`src/logic/snakePkg.sv`:
```
`default_nettype none

package snakePkg;

	localparam int GRID_W = 16;
	localparam int GRID_H = 16;

	typedef enum logic [2:0] {
		cellEmpty,
		cellBorder,
		cellBody,
		cellHead,
		cellApple
	} cellKind;

	// Values line up with the dirButtons bit order
	typedef enum logic [1:0] {dirUp, dirDown, dirLeft, dirRight} dirKind;

	localparam logic [7:0] COLOUR_EMPTY = 8'h00;
	localparam logic [7:0] COLOUR_BORDER = 8'h92;
	localparam logic [7:0] COLOUR_BODY = 8'h1c;
	localparam logic [7:0] COLOUR_HEAD = 8'h1f;
	localparam logic [7:0] COLOUR_APPLE = 8'he0;
	localparam logic [7:0] FRAME_CMD = 8'h2c; // Memory write command

	localparam logic [7:0] LFSR_SEED = 8'h5a;
	localparam logic [7:0] LFSR_TAPS = 8'hb8;

	localparam logic [3:0] START_X = 4'd8;
	localparam logic [3:0] START_Y = 4'd8;

	function automatic logic isBorder(input logic [3:0] x, input logic [3:0] y);
		return x == 4'd0 || y == 4'd0 || x == 4'(GRID_W - 1) || y == 4'(GRID_H - 1);
	endfunction

endpackage

`default_nettype wire

```
`src/logic/cellLink.sv`:
```
`timescale 1ns/1ps
`default_nettype none

interface cellLink;
	logic push;
	snakePkg::cellKind pushCell;
	logic pushFirst; // First cell of a frame
	logic full;
	logic pop;
	snakePkg::cellKind popCell;
	logic popFirst;
	logic empty;

	modport producer(output push, pushCell, pushFirst, input full);

	modport store(
		input push, pushCell, pushFirst, pop,
		output full, popCell, popFirst, empty
	);

	modport consumer(output pop, input popCell, popFirst, empty);
endinterface

`default_nettype wire

```
`src/logic/pixelScan.sv`:
```
`timescale 1ns/1ps
`default_nettype none

module pixelScan (
	input logic clk,
	input logic rstN,
	cellLink.producer link,
	output logic [3:0] qx,
	output logic [3:0] qy,
	input logic headHit,
	input logic bodyHit,
	input logic [3:0] appleX,
	input logic [3:0] appleY,
	output logic frameTick
);
	logic [3:0] x;
	logic [3:0] y;
	logic tick;
	logic lastCell;
	snakePkg::cellKind kind;

	assign lastCell = x == 4'(snakePkg::GRID_W - 1) && y == 4'(snakePkg::GRID_H - 1);

	always_comb begin
		if (headHit)
			kind = snakePkg::cellHead;
		else if (bodyHit)
			kind = snakePkg::cellBody;
		else if (x == appleX && y == appleY)
			kind = snakePkg::cellApple;
		else if (snakePkg::isBorder(x, y))
			kind = snakePkg::cellBorder;
		else
			kind = snakePkg::cellEmpty;
	end

	// Hold off for the tick cycle so the game state settles first
	assign link.push = !link.full && !tick;
	assign link.pushCell = kind;
	assign link.pushFirst = x == 4'd0 && y == 4'd0;
	assign qx = x;
	assign qy = y;
	assign frameTick = tick;

	always_ff @(posedge clk or negedge rstN) begin
		if (!rstN) begin
			x <= 4'd0;
			y <= 4'd0;
			tick <= 1'b0;
		end else begin
			tick <= link.push && lastCell;
			if (link.push) begin
				x <= x + 4'd1; // wraps at the row end
				if (x == 4'(snakePkg::GRID_W - 1))
					y <= y + 4'd1;
			end
		end
	end
endmodule

`default_nettype wire

```
`src/logic/cellFifo.sv`:
```
`timescale 1ns/1ps
`default_nettype none

module cellFifo #(
	parameter int FIFO_DEPTH = 8
) (
	input logic clk,
	input logic rstN,
	cellLink.store inLink,
	cellLink.store outLink
);
	localparam int PTR_W = $clog2(FIFO_DEPTH);

	snakePkg::cellKind cellMem [FIFO_DEPTH];
	logic firstMem [FIFO_DEPTH];
	logic [PTR_W-1:0] wrPtr;
	logic [PTR_W-1:0] rdPtr;
	logic [PTR_W:0] count;
	logic full;
	logic empty;

	assign full = count == (PTR_W + 1)'(FIFO_DEPTH);
	assign empty = count == '0;

	// Both links see the same levels and head entry
	assign inLink.full = full;
	assign outLink.full = full;
	assign inLink.empty = empty;
	assign outLink.empty = empty;
	assign inLink.popCell = cellMem[rdPtr];
	assign outLink.popCell = cellMem[rdPtr];
	assign inLink.popFirst = firstMem[rdPtr];
	assign outLink.popFirst = firstMem[rdPtr];

	always_ff @(posedge clk) begin
		if (inLink.push) begin
			cellMem[wrPtr] <= inLink.pushCell;
			firstMem[wrPtr] <= inLink.pushFirst;
		end
	end

	always_ff @(posedge clk or negedge rstN) begin
		if (!rstN) begin
			wrPtr <= '0;
			rdPtr <= '0;
			count <= '0;
		end else begin
			if (inLink.push)
				wrPtr <= (wrPtr == PTR_W'(FIFO_DEPTH - 1)) ? '0 : wrPtr + 1'b1;
			if (outLink.pop)
				rdPtr <= (rdPtr == PTR_W'(FIFO_DEPTH - 1)) ? '0 : rdPtr + 1'b1;
			if (inLink.push && !outLink.pop)
				count <= count + 1'b1;
			else if (outLink.pop && !inLink.push)
				count <= count - 1'b1;
		end
	end
endmodule

`default_nettype wire

```
`src/logic/lcdWriter.sv`:
```
`timescale 1ns/1ps
`default_nettype none

module lcdWriter (
	input logic clk,
	input logic rstN,
	cellLink.consumer link,
	output logic wr,
	output logic dcx,
	output logic [7:0] data
);
	typedef enum logic [2:0] {idle, cmdLow, cmdHigh, dataLow, dataHigh} writerState;

	writerState state;
	logic canStart;
	logic startCmd;

	function automatic logic [7:0] colourOf(input snakePkg::cellKind kind);
		case (kind)
			snakePkg::cellBorder: return snakePkg::COLOUR_BORDER;
			snakePkg::cellBody: return snakePkg::COLOUR_BODY;
			snakePkg::cellHead: return snakePkg::COLOUR_HEAD;
			snakePkg::cellApple: return snakePkg::COLOUR_APPLE;
			default: return snakePkg::COLOUR_EMPTY;
		endcase
	endfunction

	assign canStart = (state == idle || state == dataHigh) && !link.empty;
	assign startCmd = canStart && link.popFirst;
	// The first cell stays queued until its command byte is out
	assign link.pop = (canStart && !link.popFirst) || state == cmdHigh;

	always_ff @(posedge clk or negedge rstN) begin
		if (!rstN) begin
			state <= idle;
			wr <= 1'b1;
			dcx <= 1'b1;
			data <= 8'h00;
		end else begin
			case (state)
				cmdLow: begin
					wr <= 1'b1;
					state <= cmdHigh;
				end
				dataLow: begin
					wr <= 1'b1;
					state <= dataHigh;
				end
				default: begin
					if (startCmd) begin
						data <= snakePkg::FRAME_CMD;
						dcx <= 1'b0;
						wr <= 1'b0;
						state <= cmdLow;
					end else if (link.pop) begin
						data <= colourOf(link.popCell);
						dcx <= 1'b1;
						wr <= 1'b0;
						state <= dataLow;
					end else
						state <= idle;
				end
			endcase
		end
	end
endmodule

`default_nettype wire

```
`src/logic/snakeBody.sv`:
```
`timescale 1ns/1ps
`default_nettype none

module snakeBody #(
	parameter int MAX_LENGTH = 16
) (
	input logic clk,
	input logic rstN,
	input logic [3:0] dirButtons,
	input logic grow,
	input logic step,
	input logic [3:0] qx,
	input logic [3:0] qy,
	output logic headHit,
	output logic bodyHit,
	output logic [3:0] nextX,
	output logic [3:0] nextY,
	output logic selfHit
);
	localparam int LEN_W = $clog2(MAX_LENGTH + 1);

	logic [3:0] headX;
	logic [3:0] headY;
	logic [3:0] bodyX [1:MAX_LENGTH-1]; // Segment 1 follows the head
	logic [3:0] bodyY [1:MAX_LENGTH-1];
	logic [LEN_W-1:0] length;
	snakePkg::dirKind moveDir;
	snakePkg::dirKind nextDir;
	snakePkg::dirKind baseDir;
	snakePkg::dirKind candidate;
	logic pressed;
	logic move;

	assign move = grow || step;
	assign baseDir = move ? nextDir : moveDir;

	always_comb begin
		pressed = 1'b0;
		candidate = nextDir;
		for (int i = 3; i >= 0; i--) begin // lowest button wins
			if (dirButtons[i]) begin
				pressed = 1'b1;
				candidate = snakePkg::dirKind'(i);
			end
		end
	end

	always_comb begin
		nextX = headX;
		nextY = headY;
		case (nextDir)
			snakePkg::dirUp: nextY = headY - 4'd1;
			snakePkg::dirDown: nextY = headY + 4'd1;
			snakePkg::dirLeft: nextX = headX - 4'd1;
			default: nextX = headX + 4'd1;
		endcase
	end

	always_comb begin
		headHit = qx == headX && qy == headY;
		bodyHit = 1'b0;
		selfHit = 1'b0;
		for (int i = 1; i < MAX_LENGTH; i++) begin
			if (LEN_W'(i) < length && qx == bodyX[i] && qy == bodyY[i])
				bodyHit = 1'b1;
			// Tail leaves on a plain move
			if (LEN_W'(i + 1) < length && nextX == bodyX[i] && nextY == bodyY[i])
				selfHit = 1'b1;
		end
	end

	always_ff @(posedge clk or negedge rstN) begin
		if (!rstN) begin
			headX <= snakePkg::START_X;
			headY <= snakePkg::START_Y;
			length <= LEN_W'(1);
			moveDir <= snakePkg::dirRight;
			nextDir <= snakePkg::dirRight;
		end else begin
			if (pressed && candidate != snakePkg::dirKind'(baseDir ^ 2'b01))
				nextDir <= candidate;
			if (move) begin
				moveDir <= nextDir;
				headX <= nextX;
				headY <= nextY;
			end
			if (grow && length < LEN_W'(MAX_LENGTH))
				length <= length + 1'b1;
		end
	end

	always_ff @(posedge clk) begin
		if (move) begin
			bodyX[1] <= headX;
			bodyY[1] <= headY;
			for (int i = 2; i < MAX_LENGTH; i++) begin
				bodyX[i] <= bodyX[i-1];
				bodyY[i] <= bodyY[i-1];
			end
		end
	end
endmodule

`default_nettype wire

```
`src/logic/appleGen.sv`:
```
`timescale 1ns/1ps
`default_nettype none

module appleGen (
	input logic clk,
	input logic rstN,
	input logic grow,
	output logic [3:0] appleX,
	output logic [3:0] appleY
);
	logic [7:0] lfsr;

	function automatic logic [7:0] stepLfsr(input logic [7:0] s);
		return s[0] ? (s >> 1) ^ snakePkg::LFSR_TAPS : s >> 1;
	endfunction

	// Pull edge values one cell inward
	function automatic logic [3:0] clampIn(input logic [3:0] v);
		if (v == 4'd0)
			return 4'd1;
		if (v == 4'd15)
			return 4'd14;
		return v;
	endfunction

	assign appleX = clampIn(lfsr[3:0]);
	assign appleY = clampIn(lfsr[7:4]);

	always_ff @(posedge clk or negedge rstN) begin
		if (!rstN)
			lfsr <= stepLfsr(snakePkg::LFSR_SEED);
		else if (grow)
			lfsr <= stepLfsr(lfsr);
	end
endmodule

`default_nettype wire

```
`src/logic/collisionScore.sv`:
```
`timescale 1ns/1ps
`default_nettype none

module collisionScore (
	input logic clk,
	input logic rstN,
	input logic en,
	input logic frameTick,
	input logic [3:0] nextX,
	input logic [3:0] nextY,
	input logic selfHit,
	input logic [3:0] appleX,
	input logic [3:0] appleY,
	output logic grow,
	output logic step,
	output logic die,
	output logic [3:0] scoreTens,
	output logic [3:0] scoreOnes,
	output logic gameOver
);
	logic decide;
	logic onApple;

	assign decide = frameTick && en && !gameOver;
	assign onApple = nextX == appleX && nextY == appleY;

	assign die = decide && (snakePkg::isBorder(nextX, nextY) || selfHit);
	assign grow = decide && !die && onApple;
	assign step = decide && !die && !onApple;

	always_ff @(posedge clk or negedge rstN) begin
		if (!rstN) begin
			scoreTens <= 4'd0;
			scoreOnes <= 4'd0;
			gameOver <= 1'b0;
		end else begin
			if (die)
				gameOver <= 1'b1;
			if (grow && !(scoreTens == 4'd9 && scoreOnes == 4'd9)) begin // holds at 99
				if (scoreOnes == 4'd9) begin
					scoreOnes <= 4'd0;
					scoreTens <= scoreTens + 4'd1;
				end else
					scoreOnes <= scoreOnes + 4'd1;
			end
		end
	end
endmodule

`default_nettype wire

```
`src/logic/scoreDisplay.sv`:
```
`timescale 1ns/1ps
`default_nettype none

module scoreDisplay #(
	parameter int DIGIT_PERIOD_LOG = 6
) (
	input logic clk,
	input logic rstN,
	input logic [3:0] tens,
	input logic [3:0] ones,
	output logic [6:0] segOut,
	output logic digitSel
);
	logic [DIGIT_PERIOD_LOG-1:0] divCount;
	logic [3:0] digit;

	assign digit = digitSel ? tens : ones;

	always_comb begin
		case (digit) // Segments gfedcba
			4'd0: segOut = 7'h3f;
			4'd1: segOut = 7'h06;
			4'd2: segOut = 7'h5b;
			4'd3: segOut = 7'h4f;
			4'd4: segOut = 7'h66;
			4'd5: segOut = 7'h6d;
			4'd6: segOut = 7'h7d;
			4'd7: segOut = 7'h07;
			4'd8: segOut = 7'h7f;
			4'd9: segOut = 7'h6f;
			default: segOut = 7'h00;
		endcase
	end

	always_ff @(posedge clk or negedge rstN) begin
		if (!rstN) begin
			divCount <= '0;
			digitSel <= 1'b0;
		end else begin
			divCount <= divCount + 1'b1;
			if (&divCount)
				digitSel <= ~digitSel;
		end
	end
endmodule

`default_nettype wire

```
`src/logic/gameTop.sv`:
```
`timescale 1ns/1ps
`default_nettype none

module gameTop #(
	parameter int MAX_LENGTH = 16,
	parameter int FIFO_DEPTH = 8,
	parameter int DIGIT_PERIOD_LOG = 6
) (
	input logic clk,
	input logic rstN,
	input logic en,
	input logic [3:0] dirButtons,
	output logic lcdWr,
	output logic lcdDcx,
	output logic [7:0] lcdData,
	output logic [6:0] segOut,
	output logic digitSel,
	output logic gameOver
);
	logic [3:0] qx;
	logic [3:0] qy;
	logic headHit;
	logic bodyHit;
	logic [3:0] appleX;
	logic [3:0] appleY;
	logic frameTick;
	logic [3:0] nextX;
	logic [3:0] nextY;
	logic selfHit;
	logic grow;
	logic step;
	logic [3:0] scoreTens;
	logic [3:0] scoreOnes;

	cellLink scanLink();
	cellLink drainLink();

	pixelScan scan (
		.clk(clk), .rstN(rstN), .link(scanLink),
		.qx(qx), .qy(qy), .headHit(headHit), .bodyHit(bodyHit),
		.appleX(appleX), .appleY(appleY), .frameTick(frameTick)
	);

	cellFifo #(.FIFO_DEPTH(FIFO_DEPTH)) fifo (
		.clk(clk), .rstN(rstN), .inLink(scanLink), .outLink(drainLink)
	);

	lcdWriter writer (
		.clk(clk), .rstN(rstN), .link(drainLink),
		.wr(lcdWr), .dcx(lcdDcx), .data(lcdData)
	);

	snakeBody #(.MAX_LENGTH(MAX_LENGTH)) body (
		.clk(clk), .rstN(rstN), .dirButtons(dirButtons), .grow(grow), .step(step),
		.qx(qx), .qy(qy), .headHit(headHit), .bodyHit(bodyHit),
		.nextX(nextX), .nextY(nextY), .selfHit(selfHit)
	);

	appleGen apple (
		.clk(clk), .rstN(rstN), .grow(grow), .appleX(appleX), .appleY(appleY)
	);

	collisionScore judge (
		.clk(clk), .rstN(rstN), .en(en), .frameTick(frameTick),
		.nextX(nextX), .nextY(nextY), .selfHit(selfHit),
		.appleX(appleX), .appleY(appleY),
		.grow(grow), .step(step), .die(),
		.scoreTens(scoreTens), .scoreOnes(scoreOnes), .gameOver(gameOver)
	);

	scoreDisplay #(.DIGIT_PERIOD_LOG(DIGIT_PERIOD_LOG)) score (
		.clk(clk), .rstN(rstN), .tens(scoreTens), .ones(scoreOnes),
		.segOut(segOut), .digitSel(digitSel)
	);
endmodule

`default_nettype wire

```
`config.mk`:
```
export PLATFORM = sky130hd
export DESIGN_NAME = gameTop
export DESIGN_NICKNAME = d
export VERILOG_FILES = /design/src/logic/snakePkg.sv /design/src/logic/cellLink.sv /design/src/logic/pixelScan.sv /design/src/logic/cellFifo.sv /design/src/logic/lcdWriter.sv /design/src/logic/snakeBody.sv /design/src/logic/appleGen.sv /design/src/logic/collisionScore.sv /design/src/logic/scoreDisplay.sv /design/src/logic/gameTop.sv
export SDC_FILE = /design/constraint.sdc
export NUM_CORES = 1
export LEC_CHECK = 0
export ABC_AREA = 1
export BUFFER_PORTS_ARGS = -buffer_cell sky130_fd_sc_hd__buf_4
export CAP_MARGIN = 20
export CORE_ASPECT_RATIO = 1.5
export CORE_MARGIN = 2
export CORE_UTILIZATION = 57
export CTS_CLUSTER_DIAMETER = 80
export DETAILED_ROUTE_END_ITERATION = 6
export PLACE_DENSITY_LB_ADDON = 0.1
export SLEW_MARGIN = 30
export SYNTH_ARGS = -nofsm -noshare
export SYNTH_HDL_FRONTEND = slang
export SYNTH_SLANG_ARGS = --single-unit
```
`constraint.sdc`:
```
create_clock -name clk -period 7.2 [get_ports clk]
set_input_delay 0.72 -clock clk [delete_from_list [all_inputs] [get_ports clk]]
set_output_delay 0.72 -clock clk [all_outputs]
set_load 0.05 [all_outputs]
```
# Word-level counts from Yosys, hierarchy flattened
# Memories as Yosys holds them, arrays and structs flattened.
# Cells that the tools add are included.
# word_totals
input_bits,7
n_memories,5
word_cells,350
regBits,73
latchBits,0
output_inout_bits,19
romBits,112
ramBits,152
# classes
mux,81
mul,0
eq_ne,88
add_sub_neg,14
reduce_logical,120
div_mod_pow,0
shifts,0
n_lt_le_gt_ge,17
bitwise,4
# memory_table
name,words,width,rd,rd_clocked_by_memory_dff,write_ports,line,text
(no name shown),16,7,1,0,0,scoreDisplay.sv:20,case (digit)
body.bodyX,15,4,15,0,15,snakeBody.sv:24,logic [3:0] bodyX [1:MAX_LENGTH-1];
body.bodyY,15,4,15,0,15,snakeBody.sv:25,logic [3:0] bodyY [1:MAX_LENGTH-1];
fifo.cellMem,8,3,1,0,1,cellFifo.sv:14,snakePkg::cellKind cellMem [FIFO_DEPTH];
fifo.firstMem,8,1,1,0,1,cellFifo.sv:15,logic firstMem [FIFO_DEPTH];
# ops
op,count
$eq A4 B4 Y1,66
$logic_and A1 B1 Y1,82
$mux W1,50
$mux W4,12
$lt A4 B5 Y1 const A,8
$eq A4 B4 Y1 const B,9
$pmux W8 S4,1
$add A4 B1 Y4 const B,7
$logic_not A4 Y1,7
$mux W8,3
$lt A3 B5 Y1 const A,4
$mux W3,6
$pmux W4 S2,2
$eq A3 B2 Y1 const B,4
$eq A3 B3 Y1 const B,4
$mux W2,6
$sub A4 B1 Y4 const B,3
$logic_not A1 Y1,10
$logic_or A1 B1 Y1,10
$lt A2 B5 Y1 const A,2
$add A3 B1 Y3 const B,2
$add A6 B1 Y6 const B,1
$eq A3 B1 Y1 const B,2
$pmux W3 S2,1
other kinds (16),22

# Longest topological paths before layout
# Gate-level depths: netlist (run 1).
# depth
depth_word,31
ltp_mapped,32
ltp_nobuf,30

# Hierarchy
# From an unflattened synthesis (run 1), not the netlist that was laid out.
# unflattened
cells_unflattened,1694
hier_area_um2,13815.8
# modules_own_cells
mod,area_per_inst_um2,seq_area_each_um2,n_inst,cells_each
snakeBody,8740.9,4037.6,1,1065
cellFifo,1983.2,1211.2,1,192
collisionScore,857.1,225.2,1,151
scoreDisplay,646.9,175.2,1,80
pixelScan,615.6,225.2,1,81
lcdWriter,549.3,302.8,1,66
appleGen,419.2,205.2,1,58
gameTop,3.8,0.0,1,1

# Worst setup path before layout (run 1)
# OpenSTA, ideal clock, no wires.
# synth_timing
kind,reg2reg
startpoint,reg body.nextDir[1]
endpoint,reg apple.lfsr[4]
synth_period_minus_slack_ns,4.635
path_buffers,4
setup_ns,0.127
slack_ns,2.565
path_stages_with_launch,20
required_ns,7.073
arrival_ns,4.508
cell_sequence,dfstp_2 > buf_6 > buf_4 > nor2_1 > fa_1 > o21ai_1 > buf_2 > xor2_1 > nand4_1 > nor2_1 > nand3_1 > nor2_1 > nand2_1 > nand4_1 > nor2_1 > nand3_2 > clkinv_2 > nand2_4 > buf_2 > o21ai_0
# synth_between
elab_chain_len,26
elab_cells_between_ends,96
classes_between,36 x eq/ne; 17 x mux; 43 x reduce/logical
# synth_lines
item,line,text
start: declaration,snakeBody.sv:28,snakePkg::dirKind nextDir;
start signal: assignment,snakeBody.sv:78,nextDir <= snakePkg::dirRight;
start signal: assignment,snakeBody.sv:81,nextDir <= candidate;
$eq A2 B1 Y1 / $logic_not A2 Y1 (equally long branches),snakeBody.sv:51,case (nextDir)
$reduce_or A2 Y1 (no source line),--,
$pmux W4 S2,snakeBody.sv:51,
$eq A4 B4 Y1,snakeBody.sv:67,if (LEN_W'(i + 1) < length && nextX == bodyX[i] && nextY == bodyY[i])
$logic_and A1 B1 Y1 (2 in a row),snakeBody.sv:67,
$mux W1 (15 in a row),snakeBody.sv:67,
$logic_or A1 B1 Y1,collisionScore.sv:27,"assign die = decide && (snakePkg::isBorder(nextX, nextY) || selfHit);"
$logic_and A1 B1 Y1,collisionScore.sv:27,
$logic_not A1 Y1,collisionScore.sv:28,assign grow = decide && !die && onApple;
$logic_and A1 B1 Y1,collisionScore.sv:28,
$logic_and A1 B1 Y1 (*),collisionScore.sv:28,
end signal: assignment,appleGen.sv:31,lfsr <= stepLfsr(snakePkg::LFSR_SEED);
end signal: assignment,appleGen.sv:33,lfsr <= stepLfsr(lfsr);
end: declaration,appleGen.sv:11,logic [7:0] lfsr;
# Mark *: on every way between the ends. The rest lies on a longest branch, timed or not.
# A chain may end at the register's enable or synchronous reset.

==> flow_summary.json, run 1 <==
{
  "powerDensity_nw_per_um2": 201,
  "finalSetupTns_ps": 0,
  "h-tree-depth": 1,
  "yosysMostFrequentCell": "nand2_1",
  "place.gp.congestion": 1.05,
  "die-area_um2": 24300,
  "start_kind": "flop",
  "skew_ps": 10.1,
  "max_clock_freq_mhz": 181,
  "cts_hold_repair.buffers": 0,
  "hold_viol_final": 0,
  "avgSynthCellArea_um2": 8.57,
  "worstSetupPathType": "flop to flop",
  "cts_tree": "yes",
  "numCtsBuffers": 23,
  "first_pass_iters": 6,
  "core_um2": 22800,
  "drtIter0Drc": 899,
  "drv_cap": 0,
  "synthToLayoutAreaGrowth_pct": 8.78,
  "vias": 10800,
  "synthTopCellsByArea": "edfxtp_1 35%, nand2_1 12%, dfrtp_1 11%, xor2_1 7.1%, inv_1 4.5%",
  "die_h_um": 190,
  "drc": 0,
  "fin_crit_ps": 5530,
  "post-route-cell-area_um2": 14300,
  "synth.distinct_cells": 55,
  "rows": 68,
  "drt.antenna.violating_nets": 0,
  "synthTopCellsByCount": "412 x nand2_1, 156 x inv_1, 152 x edfxtp_1",
  "synth-async-reset-ratio": 0.321,
  "cts_resized": 0,
  "grt_pass1_vias": 10500,
  "peakVddDrop_v": 0.000190,
  "synth_cells": 1532,
  "synthesis.nets": 1566,
  "ys_warn_count": 0,
  "dpl_cell_area_um2": 13500,
  "dp_hpwl_mm": 27.6,
  "io_pins": 26,
  "dp_slack_ps": 1900,
  "worst_r2r_path_depth": 22,
  "drt-total-wl_mm": 39.4,
  "rrSetupSlack_ps": 1670,
  "crit_arrival_ps": 5680,
  "crit_fanout": 100,
  "layout.nets": 1573,
  "routed_via_density": 5.87,
  "synth-edff-count": 152,
  "maxSlewHeadroom": 0.301,
  "clock-sinks": 224,
  "fin_crit_sh": 0.768,
  "wire_per_inst_um": 21.5,
  "synth_ff_type": "edfxtp_1",
  "cts-root-buf": "clkbuf_16",
  "worst_slew_pin_slew_ps": 1040,
  "grt_max_degree": 101,
  "r2r_end": "body.bodyY[1][31]",
  "clock_tree.buffer_depth": 3,
  "drive_above_1_share": 0.0797,
  "syn-cell-area_um2": 13100,
  "overflow": 0,
  "synth_top_area_share": 0.348,
  "hold_class": "primary input to async pin",
  "p_leak_nw": 6.39,
  "hold_ws_ps": 195,
  "crit_required_ps": 7360,
  "rsz0062_at_grt": "no",
  "grt_use_total": 0.326,
  "cts_setup_buffers": 0,
  "synth_area_leader_cell": "edfxtp_1",
  "status": "completed",
  "slew_violations": 0,
  "cp-end-kind": "flop",
  "layout_setup_ws_ps": 1670,
  "yosysSeqAreaShare": 0.486,
  "r2r_start": "body.nextDir[1]",
  "port_buffers": 25,
  "antenna_found_initial": 0,
  "grt_pass1_wl_mm": 59.0,
  "cts.clk_slew.worst_paths_ps": 70,
  "insertion_delay_ps": 520,
  "start_util": 0.576,
  "synth-seq-cells": 224,
  "n_antenna_cell": 0,
  "die_w_um": 128,
  "setup_viol": 0
}
[metal layers]
metal | vias to the layer above | share of wire | global-route usage
met1 | 5054 | 0.33 | 0.339
met4 | 0 | 0.092 | 0.264
met2 | 473 | 0.50 | 0.572
li1 | 5040 | - | -
met5 | - | 0 | 0
met3 | 196 | 0.072 | 0.0551
[layout by cell type, fill, tap and decap left out, drive strengths merged, types with 4 or more instances in the layout]
master and n:
nor3 13, o21ai 79, nand2 425, dfrtp 59, o2111ai 4, nor2 146
dfstp 13, nor4 17, inv 165, nand3b 15, o22ai 12, nand3 104
xor2 108, clkinv 9, edfxtp 152, bufinv 4, clkbuf 27, nand4 33
a21oi 28, xnor2 39, buf 36, or2 9, ha 25
[flip-flops by register name, summed over array words and instances, names as in the netlist, 4 cells and up]
register         flops
apple.lfsr           8
body.bodyX          60
body.bodyY          60
body.headX           4
body.headY           4
body.length          5
fifo.cellMem        24
fifo.count           4
fifo.firstMem        8
judge.scoreOnes      4
judge.scoreTens      4
scan.qx              4
scan.qy              4
score.divCount       6
writer.data          7
[area by class of cell]
cell class              count  area [um2]
fillers                  2017        8520
well taps                 280         350
multi-input cells        1087        5850
inverters                 167         632
clock inverters            14         186
repair buffers             36         287
clock buffers              27         601
flip-flops and latches    224        6380
[power breakdown]
group	switching [W]	internal (W)
registers	0.00000475	0.00136
logic	0.000178	0.0000616
clock network	0.000523	0.000745
[how the worst max path moves through the flow]
| stage | startpoint | end | depth (start not counted) |
|---|---|---|---|
| global route | body.nextDir[1] | body.bodyX[3][2] | 24 |
| floorplan | body.nextDir[1] | apple.lfsr[4] | 19 |
| global placement | body.nextDir[1] | body.bodyY[1][31] | 22 |
| CTS | body.nextDir[1] | body.bodyX[2][11] | 22 |
| finish | body.nextDir[1] | body.bodyY[1][31] | 22 |
| detailed placement | body.nextDir[1] | body.bodyY[1][27] | 22 |
[metrics by stage]
step	std cells	total power (W)	util
2_1_floorplan	1532	0.00156	-
3_3_place_gp	1794	0.00162	0.592
3_5_place_dp	1794	0.00162	0.592
4_1_cts	1835	0.00288	0.626
5_1_grt	1835	0.00296	0.626
6_report	1835	0.00288	0.626
[worst max-delay path, cell delays in order (launching register included)]
cell     delay [ps]
dfstp_2         800
nand3_2         170
nand2_1         120
inv_1            40
ha_1            170
inv_1            50
nand2_1          60
nand2_1          60
nand2_1          50
nand2_1         390
nand2_1         710
inv_2           390
nand2_1         100
nand3_1         100
nor2_1           40
nand2_1         110
nand2_1          70
inv_1            50
nand2_1          40
nor2_1          110
nand3_2         410
inv_4           500
buf_12          450
[cell families after synthesis]
family	share of synthesized area
compound gates	0.0662
xor+xnor	0.0986
simple gates	0.253
fa+ha+maj	0.0269
flops	0.486
buf+inv	0.0692
(Power assumes the default switching activity.)
==> run 2, diff against run 1 <==
==> constraint.sdc (replaced) <==
create_clock -name clk -period 5.4 [get_ports clk]
set_input_delay 0.54 -clock clk [delete_from_list [all_inputs] [get_ports clk]]
set_output_delay 0.54 -clock clk [all_outputs]
set_load 0.05 [all_outputs]
==> flow_summary.json, run 2 (synthesized netlist as in run 1, its figures left out) <==
{
  "status": "completed",
  "clock_tree.buffer_depth": 3,
  "worstSetupPathType": "flop to flop",
  "first_pass_iters": 7,
  "cts-root-buf": "clkbuf_16",
  "hold_viol_final": 0,
  "cts_tree": "yes",
  "layout_setup_ws_ps": 504,
  "peakVddDrop_v": 0.000234,
  "routed_via_density": 5.83,
  "cts.clk_slew.worst_paths_ps": 60,
  "drv_cap": 0,
  "crit_fanout": 38,
  "hold_class": "primary input to flop",
  "numCtsBuffers": 23,
  "grt_pass1_vias": 10400,
  "drive_above_1_share": 0.0867,
  "maxSlewHeadroom": 0.316,
  "overflow": 0,
  "slew_violations": 0,
  "fin_crit_sh": 0.907,
  "grt_max_degree": 55,
  "drtIter0Drc": 912,
  "dp_hpwl_mm": 27.7,
  "crit_arrival_ps": 5050,
  "start_util": 0.576,
  "rsz0062_at_grt": "no",
  "clock-sinks": 224,
  "finalSetupTns_ps": 0,
  "die_h_um": 190,
  "port_buffers": 25,
  "die-area_um2": 24300,
  "n_antenna_cell": 0,
  "reg_top3": "body.bodyX: 60 flops, body.bodyY: 60 flops, fifo.cellMem: 24 flops",
  "drt.antenna.violating_nets": 0,
  "setup_viol": 0,
  "layout.nets": 1585,
  "fin_crit_ps": 4900,
  "cts_setup_buffers": 0,
  "die_w_um": 128,
  "cp-end-kind": "flop",
  "worst_slew_pin_slew_ps": 1020,
  "wire_per_inst_um": 20.9,
  "powerDensity_nw_per_um2": 265,
  "crit_required_ps": 5550,
  "grt_pass1_wl_mm": 58.3,
  "drt-total-wl_mm": 38.6,
  "max_clock_freq_mhz": 204,
  "met3_usage": 0.0484,
  "h-tree-depth": 1,
  "antenna_found_initial": 0,
  "p_leak_nw": 6.45,
  "grt_use_total": 0.320,
  "synthToLayoutAreaGrowth_pct": 9.63,
  "insertion_delay_ps": 540,
  "grt_util_met2": 0.567,
  "place.gp.congestion": 1.03,
  "start_kind": "flop",
  "io_pins": 26,
  "rows": 68,
  "dp_slack_ps": 568,
  "final_common_cell": "nand2_1",
  "top_usage_layer": "met2",
  "drc": 0,
  "use_met1": 0.336,
  "fillers": 1973,
  "skew_ps": 31.3,
  "vias": 10800,
  "core_um2": 22800,
  "final_cell_mix": "412 x nand2_1, 156 x inv_1, 152 x edfxtp_1"
}
-- run 2: where the power goes --
part | switching, W | internal (W) | total, W
clock network | 0.000692 | 0.000979 | 0.00167
logic | 0.000230 | 0.0000900 | 0.000320
registers | 0.00000431 | 0.00182 | 0.00182
total | 0.000926 | 0.00289 | 0.00382
-- run 2: repair_timing --
action / 4_1_cts / 5_1_grt
resized for setup: 0 / 0
hold buffers: 1 / 0
endpoints found under the hold margin: 23 / 0
-- run 2: routing by layer --
layer / vias up / routed length, um
met5: - / 0
li1: 5069 / -
met3: 187 / 2380
met1: 5073 / 13100
met2: 450 / 19500
met4: 0 / 3580
-- run 2: critical path, cell delays in order, from the launching register on --
cell	delay [ps]
dfstp_2	690
buf_4	240
nand2_4	90
nand2_2	70
nand2_1	60
inv_1	60
ha_1	130
inv_1	40
nand2_1	70
inv_1	40
nand2_1	50
nand2_1	40
nand2_1	50
buf_4	200
nand2_1	470
inv_2	290
nand2_1	70
nand3_1	90
nor2_1	40
nand2_1	90
nand2_1	50
inv_1	50
nand2_1	40
nor2_1	110
nand3_2	400
inv_4	480
buf_4	500
-- run 2: layout make-up --
cell class	instances	area [um2]	share of cell area
Multi-Input combinational cell	1087	5850	0.406
Clock inverter	17	203	0.0141
Clock buffer	25	583	0.0405
Sequential cell	224	6380	0.443
Inverter	167	632	0.0439
Timing Repair Buffer	48	395	0.0275
Tap cell	280	350	0.0243
-- run 2: path summary, 6_finish.rpt --
kind                                          end  slack, ps       startpoint  cells past startpoint
worst max-delay path            body.bodyY[0][15]        500  body.nextDir[1]                     26
worst min-delay path              body.nextDir[1]        340    dirButtons[0]                      4
worst max register to register  body.bodyY[0][15]        500  body.nextDir[1]                     26
worst min register to register    writer.state[2]        430  writer.state[2]                      1
max in group asynchronous         body.nextDir[1]       4250             rstN                      3
min in group asynchronous           apple.lfsr[1]        470             rstN                      2
-- run 2: through the flow --
| stage | std cells | cell area, um2 | hold slack, ps | power, W | utilization |
|---|---|---|---|---|---|
| 2_1_floorplan | 1532 | 13100 | 244 | 0.00208 | - |
| 3_3_place_gp | 1804 | 13600 | 425 | 0.00216 | 0.595 |
| 3_5_place_dp | 1805 | 13600 | 429 | 0.00217 | 0.596 |
| 4_1_cts | 1848 | 14400 | 335 | 0.00383 | 0.631 |
| 5_1_grt | 1848 | 14400 | 358 | 0.00393 | 0.631 |
| 6_report | 1848 | 14400 | 337 | 0.00382 | 0.631 |
==> run 3, diff against run 2 <==
==> constraint.sdc (replaced) <==
create_clock -name clk -period 4.55 [get_ports clk]
set_input_delay 0.455 -clock clk [delete_from_list [all_inputs] [get_ports clk]]
set_output_delay 0.455 -clock clk [all_outputs]
set_load 0.05 [all_outputs]
==> flow_summary.json, run 3 (synthesized netlist as in run 1, its figures left out) <==
{
  "status": "completed",
  "reg_top3": "body.bodyX: 60 flops, body.bodyY: 60 flops, fifo.cellMem: 24 flops",
  "die-area_um2": 24300,
  "start_kind": "flop",
  "rsz0062_at_grt": "no",
  "drv_cap": 0,
  "finalSetupTns_ps": 0,
  "slew_violations": 0,
  "p_comb_frac": 0.084,
  "io_pins": 26,
  "clock-sinks": 224,
  "grt_util_met2": 0.566,
  "antenna_found_initial": 0,
  "max_clock_freq_mhz": 247,
  "drtIter0Drc": 857,
  "crit_arrival_ps": 4220,
  "final_cell_mix": "412 x nand2_1, 156 x inv_1, 152 x edfxtp_1",
  "crit_fanout": 36,
  "post-route-cell-area_um2": 14400,
  "cp-end-kind": "flop",
  "fin_crit_sh": 0.891,
  "dpl_cell_area_um2": 13600,
  "h-tree-depth": 1,
  "die_h_um": 190,
  "cts-root-buf": "clkbuf_16",
  "core_um2": 22800,
  "fin_crit_ps": 4060,
  "drive_above_1_share": 0.0889,
  "layout.nets": 1591,
  "path_common_cell": "nand2_1",
  "setup_viol": 0,
  "numCtsBuffers": 23,
  "crit_path_top_delay_cell": "dfstp_2",
  "dp_hpwl_mm": 27.6,
  "routed_via_density": 5.77,
  "powerDensity_nw_per_um2": 311,
  "grt_pass1_vias": 10400,
  "p_int_w": 0.00339,
  "clock_tree.buffer_depth": 3,
  "slowest_delay_ps": 590,
  "crit_required_ps": 4720,
  "maxSlewHeadroom": 0.448,
  "pwr-share-clk": 0.432,
  "fillers": 1960,
  "vias": 10700,
  "crit_chain": "inv_2 > nor2_1 > inv_1 > ha_1 > inv_1 > nand2_1 > nand2_1 > nand2_1 > nand2_2 > inv_2 > nand2_1 > nand3_1 > nor2_1 > nand3_1 > nor2_1 > nand2_1 > nand2_1 > inv_1 > nand2_1 > nor2_1 > nand3_2 > clkinv_4 > buf_4",
  "switchingPower_w": 0.00108,
  "drc": 0,
  "grt_pass1_wl_mm": 58.3,
  "netSwitchingFraction": 0.241,
  "place.gp.congestion": 0.982,
  "grt_max_degree": 53,
  "cts_tree": "yes",
  "hold_class": "primary input to flop",
  "grt_use_total": 0.319,
  "start_util": 0.576,
  "cts_resized": 0,
  "drt.antenna.violating_nets": 0,
  "final_common_cell": "nand2_1",
  "met3_usage": 0.0430,
  "synthToLayoutAreaGrowth_pct": 9.57,
  "hold_viol_final": 0,
  "skew_ps": 22.2,
  "n_antenna_cell": 0,
  "overflow": 0,
  "peakVddDrop_v": 0.000248,
  "first_pass_iters": 5,
  "cts.clk_slew.worst_paths_ps": 60,
  "port_buffers": 25,
  "p_leak_nw": 6.47,
  "worst_slew_pin_slew_ps": 819,
  "die_w_um": 128,
  "drt-total-wl_mm": 38.1,
  "hold_ws_ps": 218,
  "top_usage_layer": "met2",
  "wire_per_inst_um": 20.5,
  "seqPwrFrac": 0.484,
  "use_met1": 0.347,
  "worstSetupPathType": "flop to flop",
  "rows": 68,
  "insertion_delay_ps": 530
}
run 3: worst paths after layout:
check                      cells after the start                 end  slack (ps)            start
min                                            4     body.nextDir[0]         220    dirButtons[0]
min in group asynchronous                      2  judge.scoreTens[2]         360             rstN
max reg2reg                                   23   body.bodyX[0][14]         490  body.nextDir[0]
min reg2reg                                    1     writer.state[2]         440  writer.state[2]
max in group asynchronous                      3       body.headY[2]        3190             rstN
max                                           23   body.bodyX[0][14]         490  body.nextDir[0]
run 3: through the flow:
| step | setup slack [ps] | instances | total power (W) | util |
|---|---|---|---|---|
| finish | 494 | 1854 | 0.00447 | 0.631 |
| global route | 143 | 1854 | 0.00460 | 0.631 |
| CTS | 527 | 1854 | 0.00449 | 0.631 |
| detailed placement | 541 | 1811 | 0.00258 | 0.597 |
| global placement | 585 | 1811 | 0.00257 | 0.597 |
| floorplan | 620 | 1532 | 0.00246 | - |
run 3: layout make-up:
class	instances	area, um2	area share
clock buffers	31	616	0.0428
flip-flops and latches	224	6380	0.444
clock inverters	11	138	0.00957
multi-input cells	1087	5850	0.406
inverters	167	634	0.0441
repair buffers	54	420	0.0292
well taps	280	350	0.0243
run 3: repair_timing:
item / 4_1_cts / 5_1_grt
hold buffers: 1 / 0
setup buffers: 0 / 0
hold endpoints to repair: 19 / 0
run 3: power groups by stage:
| stage | Sequential [W] | Combinational [W] | Clock [W] |
|---|---|---|---|
| finish | 0.00217 | 0.000376 | 0.00193 |
| global placement | 0.00221 | 0.000365 | 0 |
| global route | 0.00217 | 0.000414 | 0.00202 |
| detailed placement | 0.00221 | 0.000369 | 0 |
| floorplan | 0.00220 | 0.000260 | 0 |
| CTS | 0.00217 | 0.000371 | 0.00195 |
run 3: routing by layer:
| layer | wire length [um] | share of wire |
|---|---|---|
| met2 | 19300 | 0.51 |
| met5 | 0 | 0 |
| met4 | 3150 | 0.083 |
| met1 | 13200 | 0.35 |
| met3 | 2370 | 0.062 |
run 3: critical path, delay by kind of cell, from the launching register on:
family,cells,cell delay (ps)
and+or+nand+nor,15,1540
adders and majority gates,1,340
buffers and inverters,7,1200
DFF,1,590
